--- config.mk ---
export PLATFORM = sky130hd
export DESIGN_NAME = mips_muldiv
export DESIGN_NICKNAME = d
export VERILOG_FILES = /design/src/design/mips_alu_pkg.sv /design/src/design/mips_muldiv.sv
export VERILOG_INCLUDE_DIRS = /design/src /design/src/include
export SDC_FILE = /design/constraint.sdc
export NUM_CORES = 2
export LEC_CHECK = 0
export BUFFER_PORTS_ARGS = -buffer_cell sky130_fd_sc_hd__buf_2
export CORE_MARGIN = 1.5
export CORE_UTILIZATION = 45
export CTS_CLUSTER_SIZE = 16
export DETAILED_ROUTE_END_ITERATION = 10
export GPL_ROUTABILITY_DRIVEN = 0
export HOLD_SLACK_MARGIN = 0.02
export SYNTH_ARGS = -nofsm -noshare
export SYNTH_HDL_FRONTEND = slang
export SYNTH_SLANG_ARGS = --single-unit
--- constraint.sdc ---
create_clock -name clk -period 17.6 [get_ports clk]
set_input_delay 3.52 -clock clk [delete_from_list [all_inputs] [get_ports clk]]
set_output_delay 3.52 -clock clk [all_outputs]
set_load 0.05 [all_outputs]
--- src/include/mips_alu_defs.svh ---
`ifndef MIPS_ALU_DEFS_SVH
`define MIPS_ALU_DEFS_SVH

// datapath widths
`define MIPS_ALU_DATA_W 32
`define MIPS_ALU_ADR_W 3
`define MIPS_ALU_OP_W 5
`define MIPS_ALU_SHAMT_W 5

// codes 0..25 are legal, the rest flag illegal_op
`define MIPS_ALU_NUM_OPS 26

// one quotient bit per divide step
`define MIPS_ALU_DIV_STEPS 32

// op sits in 4:0 and shamt in 12:8 of the control word
`define MIPS_ALU_CTRL_SHAMT_LSB 8

// status word bit positions
`define MIPS_ALU_STAT_BUSY 0
`define MIPS_ALU_STAT_DIV_ZERO 1
`define MIPS_ALU_STAT_ILLEGAL 2

`endif

--- src/design/mips_alu_pkg.sv ---
`include "mips_alu_defs.svh"

package mips_alu_pkg;

    // ALU control codes 0 to 25
    typedef enum logic [`MIPS_ALU_OP_W-1:0] {
        op_add     = 5'd0,
        op_sub     = 5'd1,
        op_mult    = 5'd2,
        op_multu   = 5'd3,
        op_div     = 5'd4,
        op_divu    = 5'd5,
        op_and     = 5'd6,
        op_or      = 5'd7,
        op_xor     = 5'd8,
        op_sll     = 5'd9,
        op_sllv    = 5'd10,
        op_srl     = 5'd11,
        op_srlv    = 5'd12,
        op_sra     = 5'd13,
        op_srav    = 5'd14,
        op_eq      = 5'd15,
        op_gez     = 5'd16,
        op_gtz     = 5'd17,
        op_lez     = 5'd18,
        op_ltz     = 5'd19,
        op_slt     = 5'd20,
        op_sltu    = 5'd21,
        op_ne      = 5'd22,
        op_pass_rs = 5'd23,
        op_jump    = 5'd24,
        op_lui     = 5'd25
    } alu_op_t;

    // word addresses on the bus
    typedef enum logic [`MIPS_ALU_ADR_W-1:0] {
        reg_rs     = 3'd0,
        reg_rt     = 3'd1,
        reg_ctrl   = 3'd2,
        reg_result = 3'd3,
        reg_lo     = 3'd4,
        reg_hi     = 3'd5,
        reg_status = 3'd6
    } reg_addr_t;

endpackage

--- src/design/mips_muldiv.sv ---
`timescale 1ns/1ps
`include "mips_alu_defs.svh"

module mips_muldiv (
    input  logic                        clk,
    input  logic                        rst,
    input  logic                        start,
    input  mips_alu_pkg::alu_op_t       op,
    input  logic [`MIPS_ALU_DATA_W-1:0] rs,
    input  logic [`MIPS_ALU_DATA_W-1:0] rt,
    output logic [`MIPS_ALU_DATA_W-1:0] hi,
    output logic [`MIPS_ALU_DATA_W-1:0] lo,
    output logic                        busy,
    output logic                        div_zero
);

    localparam int CNT_W = $clog2(`MIPS_ALU_DIV_STEPS) + 1;

    typedef enum logic {
        st_idle,
        st_div
    } state_t;

    state_t                       state;
    logic [CNT_W-1:0]             step_cnt;
    logic [`MIPS_ALU_DATA_W-1:0]  rem_r;     // partial remainder
    logic [`MIPS_ALU_DATA_W-1:0]  quo_r;     // dividend shifts out, quotient shifts in
    logic [`MIPS_ALU_DATA_W-1:0]  dvsr_r;
    logic                         neg_q;
    logic                         neg_r;
    logic                         is_mul;
    logic                         is_div;
    logic                         is_sdiv;
    logic [`MIPS_ALU_DATA_W-1:0]  rs_mag;
    logic [`MIPS_ALU_DATA_W-1:0]  rt_mag;
    logic [2*`MIPS_ALU_DATA_W-1:0] mul_a;
    logic [2*`MIPS_ALU_DATA_W-1:0] mul_b;
    logic [2*`MIPS_ALU_DATA_W-1:0] prod;
    logic [`MIPS_ALU_DATA_W:0]    rem_sh;
    logic [`MIPS_ALU_DATA_W:0]    rem_diff;
    logic [`MIPS_ALU_DATA_W-1:0]  quo_fix;
    logic [`MIPS_ALU_DATA_W-1:0]  rem_fix;

    assign busy = (state == st_div);

    always_comb begin
        is_mul  = (op == mips_alu_pkg::op_mult) || (op == mips_alu_pkg::op_multu);
        is_div  = (op == mips_alu_pkg::op_div) || (op == mips_alu_pkg::op_divu);
        is_sdiv = (op == mips_alu_pkg::op_div);
        rs_mag  = (is_sdiv && rs[`MIPS_ALU_DATA_W-1]) ? -rs : rs;
        rt_mag  = (is_sdiv && rt[`MIPS_ALU_DATA_W-1]) ? -rt : rt;
        // sign or zero extend, low 64 bits of the product are then exact
        if (op == mips_alu_pkg::op_mult) begin
            mul_a = {{`MIPS_ALU_DATA_W{rs[`MIPS_ALU_DATA_W-1]}}, rs};
            mul_b = {{`MIPS_ALU_DATA_W{rt[`MIPS_ALU_DATA_W-1]}}, rt};
        end else begin
            mul_a = {{`MIPS_ALU_DATA_W{1'b0}}, rs};
            mul_b = {{`MIPS_ALU_DATA_W{1'b0}}, rt};
        end
        prod     = mul_a * mul_b;
        rem_sh   = {rem_r, quo_r[`MIPS_ALU_DATA_W-1]};
        rem_diff = rem_sh - {1'b0, dvsr_r};  // msb set means restore
        quo_fix  = neg_q ? -quo_r : quo_r;
        rem_fix  = neg_r ? -rem_r : rem_r;
    end

    // control and HI/LO
    always_ff @(posedge clk) begin
        if (rst) begin
            state    <= st_idle;
            step_cnt <= '0;
            div_zero <= 1'b0;
            hi       <= '0;
            lo       <= '0;
        end else begin
            case (state)
                st_idle: begin
                    if (start) begin
                        div_zero <= 1'b0;
                        if (is_mul) begin
                            {hi, lo} <= prod;
                        end else if (is_div && rt == '0) begin
                            div_zero <= 1'b1;  // no iterations
                            lo       <= '1;
                            hi       <= rs;
                        end else if (is_div) begin
                            state    <= st_div;
                            step_cnt <= '0;
                        end
                    end
                end
                st_div: begin
                    if (step_cnt == CNT_W'(`MIPS_ALU_DIV_STEPS)) begin
                        hi    <= rem_fix;
                        lo    <= quo_fix;
                        state <= st_idle;
                    end else begin
                        step_cnt <= step_cnt + 1'b1;
                    end
                end
                default: begin
                    state <= st_idle;
                end
            endcase
        end
    end

    // divider datapath
    always_ff @(posedge clk) begin
        if (state == st_idle && start && is_div) begin
            rem_r  <= '0;
            quo_r  <= rs_mag;
            dvsr_r <= rt_mag;
            neg_q  <= is_sdiv && (rs[`MIPS_ALU_DATA_W-1] ^ rt[`MIPS_ALU_DATA_W-1]);
            neg_r  <= is_sdiv && rs[`MIPS_ALU_DATA_W-1];  // remainder follows rs
        end else if (busy && step_cnt != CNT_W'(`MIPS_ALU_DIV_STEPS)) begin
            if (!rem_diff[`MIPS_ALU_DATA_W]) begin
                rem_r <= rem_diff[`MIPS_ALU_DATA_W-1:0];
                quo_r <= {quo_r[`MIPS_ALU_DATA_W-2:0], 1'b1};
            end else begin
                rem_r <= rem_sh[`MIPS_ALU_DATA_W-1:0];
                quo_r <= {quo_r[`MIPS_ALU_DATA_W-2:0], 1'b0};
            end
        end
    end

    // register block must hold off ctrl writes while dividing
    a_no_start_busy: assert property (@(posedge clk) disable iff (rst) start |-> !busy);

    // load cycle plus 32 steps, then done
    a_busy_bound: assert property (@(posedge clk) disable iff (rst)
        $rose(busy) |-> ##[1:33] !busy);

endmodule

==> impl_metrics.env <==
export IMPL_worstSetupPathType="in2reg"
export IMPL_die_x_um=364
export IMPL_track_usage=0.281
export IMPL_cts_tree="done"
export IMPL_cts_resized=0
export IMPL_run_status="finished clean"
export IMPL_wl_per_cell_um=22.2
export IMPL_layout_nets=8243
export IMPL_drtIter0Drc=3778
export IMPL_async_flop_share=0
export IMPL_cts_buffer_depth=2
export IMPL_cts_clk_slew_worst_paths_ps=70
export IMPL_rsz0062_at_grt="no"
export IMPL_synth_ff_type="dfxtp_1"
export IMPL_synth_area_leader_cell="fa_1"
export IMPL_synth_seq_area_share=0.0692
export IMPL_die_area_um2=133000
export IMPL_synth_cell_type_count=87
export IMPL_maxCapViolCount=0
export IMPL_finClkSkew_ps=13.5
export IMPL_max_stage_delay_ps=850
export IMPL_setup_ws_ps=3420
export IMPL_setup_tns_ps=0
export IMPL_synthTopCellsByArea="fa_1 48%, inv_1 10%, ha_1 7.4%, nand2_1 6.1%, and2_1 3.7%"
export IMPL_synth_edf_count=66
export IMPL_clkLatencyLatePin_ps=450
export IMPL_relSlewSlack=0.204
export IMPL_grt_busiest_layer="met2"
export IMPL_pre_cts_slack_ps=2970
export IMPL_path_common_cell="fa_1"
export IMPL_avgSynthCellArea_um2=9.01
export IMPL_dr_pass1_iters=6
export IMPL_cts_sinks=170
export IMPL_drc=0
export IMPL_crit_path_start_kind="primary input"
export IMPL_setup_viol=0
export IMPL_min_period_ps=14180
export IMPL_port_buffers=137
export IMPL_grt_pass1_vias=47069
export IMPL_boundaryPins=138
export IMPL_slew_viol_final=0
export IMPL_hold_depth=2
export IMPL_max_freq_mhz=70.5
export IMPL_die_h_um=364
export IMPL_cts_made_buffers=17
export IMPL_fill_cells=12577
export IMPL_antenna_found_initial=15
export IMPL_gr_usage_met3=0.0600
export IMPL_antenna_left=0
export IMPL_holdBufCountCts=0
export IMPL_use_met1=0.384
export IMPL_worstPathArrival_ps=14530
export IMPL_ys_ff_latch=170
export IMPL_syn2layout_area_growth_pct=4.76
export IMPL_rows=132
export IMPL_yosysTopAreaCellShare=0.484
export IMPL_grt_ovfl_total=0
export IMPL_syn_inst=6520
export IMPL_vias_per_cell=5.40
export IMPL_grt_start_max_net_pins=85
export IMPL_use_met2=0.442
export IMPL_worstPathRequired_ps=17940
export IMPL_tightest_slew_ps=1190
export IMPL_fin_crit_sh=0.806
export IMPL_crit_fanout=28
export IMPL_hp_class="reg2reg"
export IMPL_start_util=0.454
export IMPL_grt_pass1_wl_um=281000
export IMPL_htree_levels=4
export IMPL_finalHoldViolCount=0
export IMPL_postCtsSetupBuffers=0
export IMPL_vias=44067
export IMPL_critPathSlowestCell="fa_1"
export IMPL_core_um2=129000
export IMPL_drt_total_wl_um=181000
export IMPL_cts_root_buf="clkbuf_16"
export IMPL_hpwl_um=143000
export IMPL_rr_worst_depth=14
export IMPL_layout_drive_gt1_share=0.0453
export IMPL_syn_nets=8359
export IMPL_cp_end_kind="flip-flop"
export IMPL_netlist_area_um2=58700
export IMPL_yosysWarnings=0
routing by layer:
| layer | up-vias | share of wire |
|---|---|---|
| li1 | 19103 | - |
| met1 | 22712 | 0.42 |
| met2 | 1870 | 0.44 |
| met3 | 366 | 0.097 |
| met4 | 16 | 0.041 |
| met5 | - | 0.00062 |
stage by stage:
stage	util	hold slack (ps)	std cells	area, um2
after floorplan	-	474	6520	58700
after global placement	0.470	441	8127	60900
after detailed placement	0.470	444	8127	60900
after CTS	0.475	453	8159	61500
after global routing	0.475	464	8159	61500
final	0.475	452	8162	61500
final cells by class:
class | count | area [um2] | area share
Timing Repair Buffer | 222 | 1320 | 0.0215
Tap cell | 1742 | 2180 | 0.0354
Sequential cell | 170 | 4070 | 0.0661
Clock buffer | 23 | 542 | 0.00881
Clock inverter | 9 | 68.8 | 0.00112
Inverter | 1600 | 6010 | 0.0976
Antenna cell | 3 | 7.51 | 0.000122
Multi-Input combinational cell | 4393 | 47300 | 0.769
cell usage in the layout, fill, tap and decap left out, drive strengths merged, types with 18 or more instances in the layout:
master  count
inv      1603
fa       1420
nand2     953
and2      352
ha        347
buf       222
o21ai     185
a21oi     179
xnor2     156
nor2      133
xor2      105
dfxtp     104
edfxtp     66
nand3      63
a21o       49
o31ai      38
and3       36
nor3       35
mux2i      25
a211oi     24
clkbuf     23
o21a       21
a221oi     21
nand2b     19
a31oi      18
kinds of logic after synthesis:
kind of cell	synth area share
AO/OA/AOI/OAI	0.0711
XOR/XNOR	0.0389
flip-flops	0.0692
buffers and inverters	0.125
AND/OR/NAND/NOR	0.133
multiplexers	0.00426
adder cells (fa/ha/maj)	0.558
registers in the layout, summed over array words and instances, names as in the netlist:
name	cells
quo_r	32
dvsr_r	32
lo	32
busy	1
neg_r	1
step_cnt	6
neg_q	1
hi	32
rem_r	32
div_zero	1
cell usage after synthesis, types with 49 or more instances:
| library cell | instances |
|---|---|
| a21oi_1 | 178 |
| o21ai_1 | 64 |
| dfxtp_1 | 104 |
| a21o_1 | 49 |
| nand2_1 | 952 |
| fa_1 | 1420 |
| clkbuf_1 | 300 |
| ha_1 | 347 |
| nor2_1 | 132 |
| xnor2_1 | 156 |
| o21ai_0 | 121 |
| xor2_1 | 105 |
| edfxtp_1 | 66 |
| inv_1 | 1598 |
| nand3_1 | 63 |
| and2_1 | 350 |
path summary, 6_finish.rpt:
check / to / slack [ps] / startpoint
hold reg to reg: hi[0] / 450 / hi[0]
setup reg to reg: rem_r[22] / 13300 / rem_r[0]
hold / removal: hi[0] / 450 / hi[0]
setup / recovery: hi[31] / 3420 / op[4]
worst max-delay path: cells and delay by family:
family	cells	cell delay, ps
simple gates	7	2030
buf+inv	8	1370
fa+ha+maj	11	5950
compound gates	8	1540
Power is left out: the tool's default activity adds up to more than one toggle a clock period on the data nets, which glitch-free logic cannot reach.
