### src/include/mips_alu_defs.svh
`ifndef MIPS_ALU_DEFS_SVH
`define MIPS_ALU_DEFS_SVH

// datapath widths
`define MIPS_ALU_DATA_W 32
`define MIPS_ALU_ADR_W 3
`define MIPS_ALU_OP_W 5
`define MIPS_ALU_SHAMT_W 5

// codes 0..25 are legal, the rest flag illegal_op
`define MIPS_ALU_NUM_OPS 26

// one quotient bit per divide step
`define MIPS_ALU_DIV_STEPS 32

// op sits in 4:0 and shamt in 12:8 of the control word
`define MIPS_ALU_CTRL_SHAMT_LSB 8

// status word bit positions
`define MIPS_ALU_STAT_BUSY 0
`define MIPS_ALU_STAT_DIV_ZERO 1
`define MIPS_ALU_STAT_ILLEGAL 2

`endif

### src/design/mips_alu_pkg.sv
`include "mips_alu_defs.svh"

package mips_alu_pkg;

    // ALU control codes 0 to 25
    typedef enum logic [`MIPS_ALU_OP_W-1:0] {
        op_add     = 5'd0,
        op_sub     = 5'd1,
        op_mult    = 5'd2,
        op_multu   = 5'd3,
        op_div     = 5'd4,
        op_divu    = 5'd5,
        op_and     = 5'd6,
        op_or      = 5'd7,
        op_xor     = 5'd8,
        op_sll     = 5'd9,
        op_sllv    = 5'd10,
        op_srl     = 5'd11,
        op_srlv    = 5'd12,
        op_sra     = 5'd13,
        op_srav    = 5'd14,
        op_eq      = 5'd15,
        op_gez     = 5'd16,
        op_gtz     = 5'd17,
        op_lez     = 5'd18,
        op_ltz     = 5'd19,
        op_slt     = 5'd20,
        op_sltu    = 5'd21,
        op_ne      = 5'd22,
        op_pass_rs = 5'd23,
        op_jump    = 5'd24,
        op_lui     = 5'd25
    } alu_op_t;

    // word addresses on the bus
    typedef enum logic [`MIPS_ALU_ADR_W-1:0] {
        reg_rs     = 3'd0,
        reg_rt     = 3'd1,
        reg_ctrl   = 3'd2,
        reg_result = 3'd3,
        reg_lo     = 3'd4,
        reg_hi     = 3'd5,
        reg_status = 3'd6
    } reg_addr_t;

endpackage

### src/design/mips_alu_regs.sv
`timescale 1ns/1ps
`include "mips_alu_defs.svh"

module mips_alu_regs (
    input  logic                         clk,
    input  logic                         rst,
    input  logic                         wb_cyc,
    input  logic                         wb_stb,
    input  logic                         wb_we,
    input  logic [`MIPS_ALU_ADR_W-1:0]   wb_adr,
    input  logic [`MIPS_ALU_DATA_W-1:0]  wb_dat_w,
    output logic [`MIPS_ALU_DATA_W-1:0]  wb_dat_r,
    output logic                         wb_ack,
    output logic [`MIPS_ALU_DATA_W-1:0]  rs,
    output logic [`MIPS_ALU_DATA_W-1:0]  rt,
    output mips_alu_pkg::alu_op_t        op,
    output logic [`MIPS_ALU_SHAMT_W-1:0] shamt,
    output logic                         start,
    input  logic [`MIPS_ALU_DATA_W-1:0]  alu_result,
    input  logic [`MIPS_ALU_DATA_W-1:0]  hi,
    input  logic [`MIPS_ALU_DATA_W-1:0]  lo,
    input  logic                         md_busy,
    input  logic                         div_zero
);

    mips_alu_pkg::reg_addr_t     addr;
    logic                        req;
    logic                        busy;
    logic                        stall;
    logic                        accept;
    logic                        wr_en;
    logic                        illegal_r;
    logic [`MIPS_ALU_DATA_W-1:0] result_r;
    logic [`MIPS_ALU_DATA_W-1:0] status;
    logic [`MIPS_ALU_DATA_W-1:0] rd_data;

    assign addr   = mips_alu_pkg::reg_addr_t'(wb_adr);
    assign req    = wb_cyc & wb_stb;
    assign busy   = start | md_busy;  // high from the ctrl ack on
    assign stall  = wb_we & busy & ((addr == mips_alu_pkg::reg_rs) ||
                                    (addr == mips_alu_pkg::reg_rt) ||
                                    (addr == mips_alu_pkg::reg_ctrl));
    assign accept = req & ~wb_ack & ~stall;  // one ack per request
    assign wr_en  = accept & wb_we;

    always_comb begin
        status = '0;
        status[`MIPS_ALU_STAT_BUSY]     = busy;
        status[`MIPS_ALU_STAT_DIV_ZERO] = div_zero;
        status[`MIPS_ALU_STAT_ILLEGAL]  = illegal_r;
    end

    // unmapped addresses read 0
    always_comb begin
        rd_data = '0;
        case (addr)
            mips_alu_pkg::reg_rs:     rd_data = rs;
            mips_alu_pkg::reg_rt:     rd_data = rt;
            mips_alu_pkg::reg_ctrl: begin
                rd_data[`MIPS_ALU_OP_W-1:0] = op;
                rd_data[`MIPS_ALU_CTRL_SHAMT_LSB +: `MIPS_ALU_SHAMT_W] = shamt;
            end
            mips_alu_pkg::reg_result: rd_data = result_r;
            mips_alu_pkg::reg_lo:     rd_data = lo;
            mips_alu_pkg::reg_hi:     rd_data = hi;
            mips_alu_pkg::reg_status: rd_data = status;
            default:                  rd_data = '0;
        endcase
    end

    always_ff @(posedge clk) begin
        if (rst) begin
            wb_ack    <= 1'b0;
            start     <= 1'b0;
            illegal_r <= 1'b0;
            rs        <= '0;
            rt        <= '0;
            op        <= mips_alu_pkg::op_add;
            shamt     <= '0;
            result_r  <= '0;
        end else begin
            wb_ack <= accept;
            start  <= wr_en && (addr == mips_alu_pkg::reg_ctrl);
            if (start) begin
                result_r <= alu_result;  // ALU settled one cycle after op update
            end
            if (wr_en) begin
                case (addr)
                    mips_alu_pkg::reg_rs: rs <= wb_dat_w;
                    mips_alu_pkg::reg_rt: rt <= wb_dat_w;
                    mips_alu_pkg::reg_ctrl: begin
                        op        <= mips_alu_pkg::alu_op_t'(wb_dat_w[`MIPS_ALU_OP_W-1:0]);
                        shamt     <= wb_dat_w[`MIPS_ALU_CTRL_SHAMT_LSB +: `MIPS_ALU_SHAMT_W];
                        illegal_r <= (wb_dat_w[`MIPS_ALU_OP_W-1:0] >= `MIPS_ALU_NUM_OPS);
                    end
                    default: begin
                    end  // writes to read-only addresses are dropped
                endcase
            end
        end
    end

    // read data goes out together with the ack
    always_ff @(posedge clk) begin
        if (accept) begin
            wb_dat_r <= rd_data;
        end
    end

    a_ack_single: assert property (@(posedge clk) disable iff (rst) wb_ack |=> !wb_ack);

    a_ack_after_req: assert property (@(posedge clk) disable iff (rst)
        wb_ack |-> $past(req));

endmodule

### config.mk
export PLATFORM = sky130hd
export DESIGN_NAME = mips_alu_regs
export DESIGN_NICKNAME = d
export VERILOG_FILES = /design/src/design/mips_alu_pkg.sv /design/src/design/mips_alu_regs.sv
export VERILOG_INCLUDE_DIRS = /design/src /design/src/include
export SDC_FILE = /design/constraint.sdc
export NUM_CORES = 1
export LEC_CHECK = 0
export BUFFER_PORTS_ARGS = -buffer_cell sky130_fd_sc_hd__buf_2
export CAP_MARGIN = 20
export CORE_MARGIN = 4
export CORE_UTILIZATION = 50
export DETAILED_ROUTE_END_ITERATION = 16
export PLACE_DENSITY_LB_ADDON = 0.12
export SYNTH_ARGS = -nofsm -noshare
export SYNTH_HDL_FRONTEND = slang
export SYNTH_SLANG_ARGS = --single-unit
### constraint.sdc
create_clock -name clk -period 3.25 [get_ports clk]
set_input_delay 0.325 -clock clk [delete_from_list [all_inputs] [get_ports clk]]
set_output_delay 0.325 -clock clk [all_outputs]
set_load 0.005 [all_outputs]
==> results.json <==
{
  "router_iterations_before_antenna_repair": 5,
  "post-synth-top-area-fraction": 0.3244,
  "post_synth_and_or_nand_nor_area_fraction": 0.1161,
  "cts_max_path_buffers": 2,
  "wl_um": 21160,
  "die_width_um": 124.0,
  "syn_area_per_cell_um2": 10.25,
  "die_h_um": 124.0,
  "synth_area_leaders": "sky130_fd_sc_hd__dfxtp_1 (32%), sky130_fd_sc_hd__edfxtp_1 (14%), sky130_fd_sc_hd__mux2i_1 (10%)",
  "globalplace.congestion": 0.8205,
  "postSynth.asyncResetShare": 0,
  "cts_root_cell": "sky130_fd_sc_hd__clkbuf_16",
  "clock_tree.htree_level_count": 4,
  "outcome": "finished clean",
  "combinational_family_with_the_most_area_after_synthesis": "compound AO/OA/AOI/OAI gates",
  "netlist.top_cell.by_area": "sky130_fd_sc_hd__dfxtp_1",
  "rows": 42,
  "worst_setup_hold_path_clk_slew_ps": 60,
  "die-area_um2": 15370,
  "starting_density_of_the_core": 0.5100,
  "synth_seq_cells": 141,
  "worst_hold_path.num_cells": 3,
  "dr.first_iter.drc_count": 374,
  "min_to": "result_r[28]",
  "synth-seq-area-share": 0.4673,
  "vias": 6275,
  "cp_data_required_time_ps": 3560,
  "postRouteAntennaNets": 0,
  "setup_viol": 0,
  "critical_path_class": "flop to flop",
  "post_synth_inst_count": 656,
  "overall_global_routing_usage": 0.2686,
  "r2r_start": "start",
  "worst-endpoint-arrival_ps": 2250,
  "hold_ws_ps": 143.4,
  "fin_skew_ps": 6.572,
  "tritoncts.num_buffers": 17,
  "timing.reg2reg.setup_slack_ps": 1310,
  "areaGrowthSynthToFinish_pct": 28.61,
  "hold_violations": 0,
  "drive_above_1_share": 0.4098,
  "detail_route.drc_violations": 0,
  "tritoncts_num_sinks": 141,
  "hpwl_dp_um": 14530,
  "grt_max_degree": 79,
  "hold_fix_buffers_at_cts": 0,
  "grt_first_pass_wirelength_um": 31630,
  "static-leakage-power_nw": 3.572,
  "synth-compound-area-share": 0.2018,
  "hold_path_startpoint": "alu_result[28]",
  "final.period_utilization": 0.5973,
  "routed_via_density": 5.954,
  "layout_common_cells": "sky130_fd_sc_hd__buf_2 (245), sky130_fd_sc_hd__dfxtp_1 (108), sky130_fd_sc_hd__mux2i_1 (69), sky130_fd_sc_hd__a22oi_1 (48)",
  "finalNetCount": 1001,
  "io_pins": 246,
  "global_route.overflow_total": 0,
  "totalNegativeSetupSlack_ps": 0,
  "rsz_0062_raised_after_global_routing": "no",
  "tritoncts": "yes",
  "post_synthesis_net_count": 794,
  "yosysWarnings": 0,
  "cts_post_setup_buffers_inserted": 0,
  "cts_resized": 0,
  "timing_worst_slew_pin_value_ps": 1053,
  "mostFrequentLayoutCell": "sky130_fd_sc_hd__buf_2",
  "antenna_violations_before_repair": 3,
  "worst-r2r-cell-count": 4,
  "timing.critical_path.to_type": "flop",
  "critical_path.reg2reg.endpoint": "rs[4]",
  "synth_fa_ha_area_frac": 0,
  "fmaxAchievable_ghz": 0.5151,
  "core_um2": 13190,
  "power.density_nw_per_um2": 481.1,
  "avgRoutedWirePerCell_um": 20.07,
  "yosysUniqueCellTypes": 47,
  "critPathLaunchType": "flop",
  "synth.mux.area_fraction": 0.1613,
  "crit_fanout": 47,
  "insertion_delay_ps": 420,
  "min_path_type": "input pin to flop",
  "synth_edf_count": 32,
  "max-slew-margin-rel": 0.2967,
  "synthXorXnorAreaFrac": 0,
  "drv_slew": 0,
  "grt_pass1_vias": 5954,
  "port_buffers": 245,
  "vdd_drop_max_mv": 0.3220,
  "synth-main-ff-cell": "sky130_fd_sc_hd__dfxtp_1",
  "cap_violations": 0,
  "syn-cell-area_um2": 6726,
  "finalWorstPathRequiredPeriod_ps": 1941
}
final cells by class:
type                       count  area (um2)
tap                          176       220.2
inverter                       4       15.01
sequential                   141        3144
multi-input combinational    435        3286
clock inverter                11       115.1
fill                        1107        4539
timing repair buffer         264        1385
antenna                        2       5.005
clock buffer                  21       480.5
worst max path at each step:
stage               startpoint           to  slack (ps)  cells past startpoint
floorplan                start  wb_dat_r[0]         420                      4
global placement     wb_adr[1]        rs[5]         900                      4
detailed placement   wb_adr[1]        rs[5]         880                      4
CTS                      start        start        1310                      2
global route             start        rs[4]        1190                      4
finish                   start        rs[4]        1310                      4
per-layer routing:
| layer | vias up | track usage | part of all wire |
|---|---|---|---|
| met2 | 278 | 0.4420 | 0.49 |
| met1 | 3011 | 0.3390 | 0.40 |
| met4 | 4 | 0.1006 | 0.022 |
| met3 | 45 | 0.07175 | 0.087 |
| li1 | 2937 | - | - |
| met5 | - | 0 | 0.00099 |
report_power, final:
group,switching [mW],internal [mW],total (mW)
logic,0.244,0.159,0.403
registers,0.0113,1.82,1.83
clock network,0.722,1.20,1.92
total,0.978,3.18,4.16
stage by stage:
step	utilization	setup slack, ps	cells	power [mW]	instance area (um2)
3_3_place_gp	0.6095	901.7	1019	2.261	8039
3_5_place_dp	0.6095	884.5	1019	2.269	8039
2_1_floorplan	-	418.1	656	2.091	6726
6_report	0.6559	1309	1054	4.162	8651
5_1_grt	0.6557	1189	1053	4.286	8648
4_1_cts	0.6546	1313	1051	4.183	8635
synthesized netlist by cell type, types with 2 or more instances:
| master | count |
|---|---|
| sky130_fd_sc_hd__a21oi_1 | 46 |
| sky130_fd_sc_hd__nor4_1 | 3 |
| sky130_fd_sc_hd__buf_2 | 27 |
| sky130_fd_sc_hd__mux2_2 | 27 |
| sky130_fd_sc_hd__nor2_1 | 36 |
| sky130_fd_sc_hd__o31ai_4 | 2 |
| sky130_fd_sc_hd__a221oi_1 | 2 |
| sky130_fd_sc_hd__o31ai_1 | 25 |
| sky130_fd_sc_hd__o31ai_2 | 18 |
| sky130_fd_sc_hd__nand2_1 | 44 |
| sky130_fd_sc_hd__a31o_2 | 2 |
| sky130_fd_sc_hd__buf_1 | 6 |
| sky130_fd_sc_hd__o22ai_1 | 26 |
| sky130_fd_sc_hd__inv_1 | 3 |
| sky130_fd_sc_hd__a2bb2oi_1 | 4 |
| sky130_fd_sc_hd__nand4_1 | 45 |
| sky130_fd_sc_hd__o221ai_1 | 2 |
| sky130_fd_sc_hd__mux4_2 | 4 |
| sky130_fd_sc_hd__clkbuf_1 | 39 |
| sky130_fd_sc_hd__a22oi_1 | 48 |
| sky130_fd_sc_hd__nand3b_1 | 5 |
| sky130_fd_sc_hd__buf_6 | 3 |
| sky130_fd_sc_hd__mux2i_1 | 69 |
| sky130_fd_sc_hd__edfxtp_1 | 32 |
| sky130_fd_sc_hd__nand3_1 | 5 |
| sky130_fd_sc_hd__dfxtp_1 | 109 |
| sky130_fd_sc_hd__nor2b_1 | 4 |
worst max-delay path: stages (launching register included):
cell and delay, ps:
sky130_fd_sc_hd__dfxtp_2 350, sky130_fd_sc_hd__o2bb2ai_4 810, sky130_fd_sc_hd__nand3_1 160, sky130_fd_sc_hd__buf_4 260
sky130_fd_sc_hd__a31o_2 260
cells by family (layout without fill, tap and decap cells):
family	count (synthesis)	in the layout
compound gates	183	183
buf+inv	80	300
flops	141	141
mux	100	100
other cells	0	2
simple gates	152	152
sequential cells by signal, summed over array words and instances (netlist names), 5 cells and up:
name      cells
result_r     32
rs           32
rt           32
wb_dat_r     32
op            5
shamt         5
Note: power is estimated with default switching activity, not from simulation.
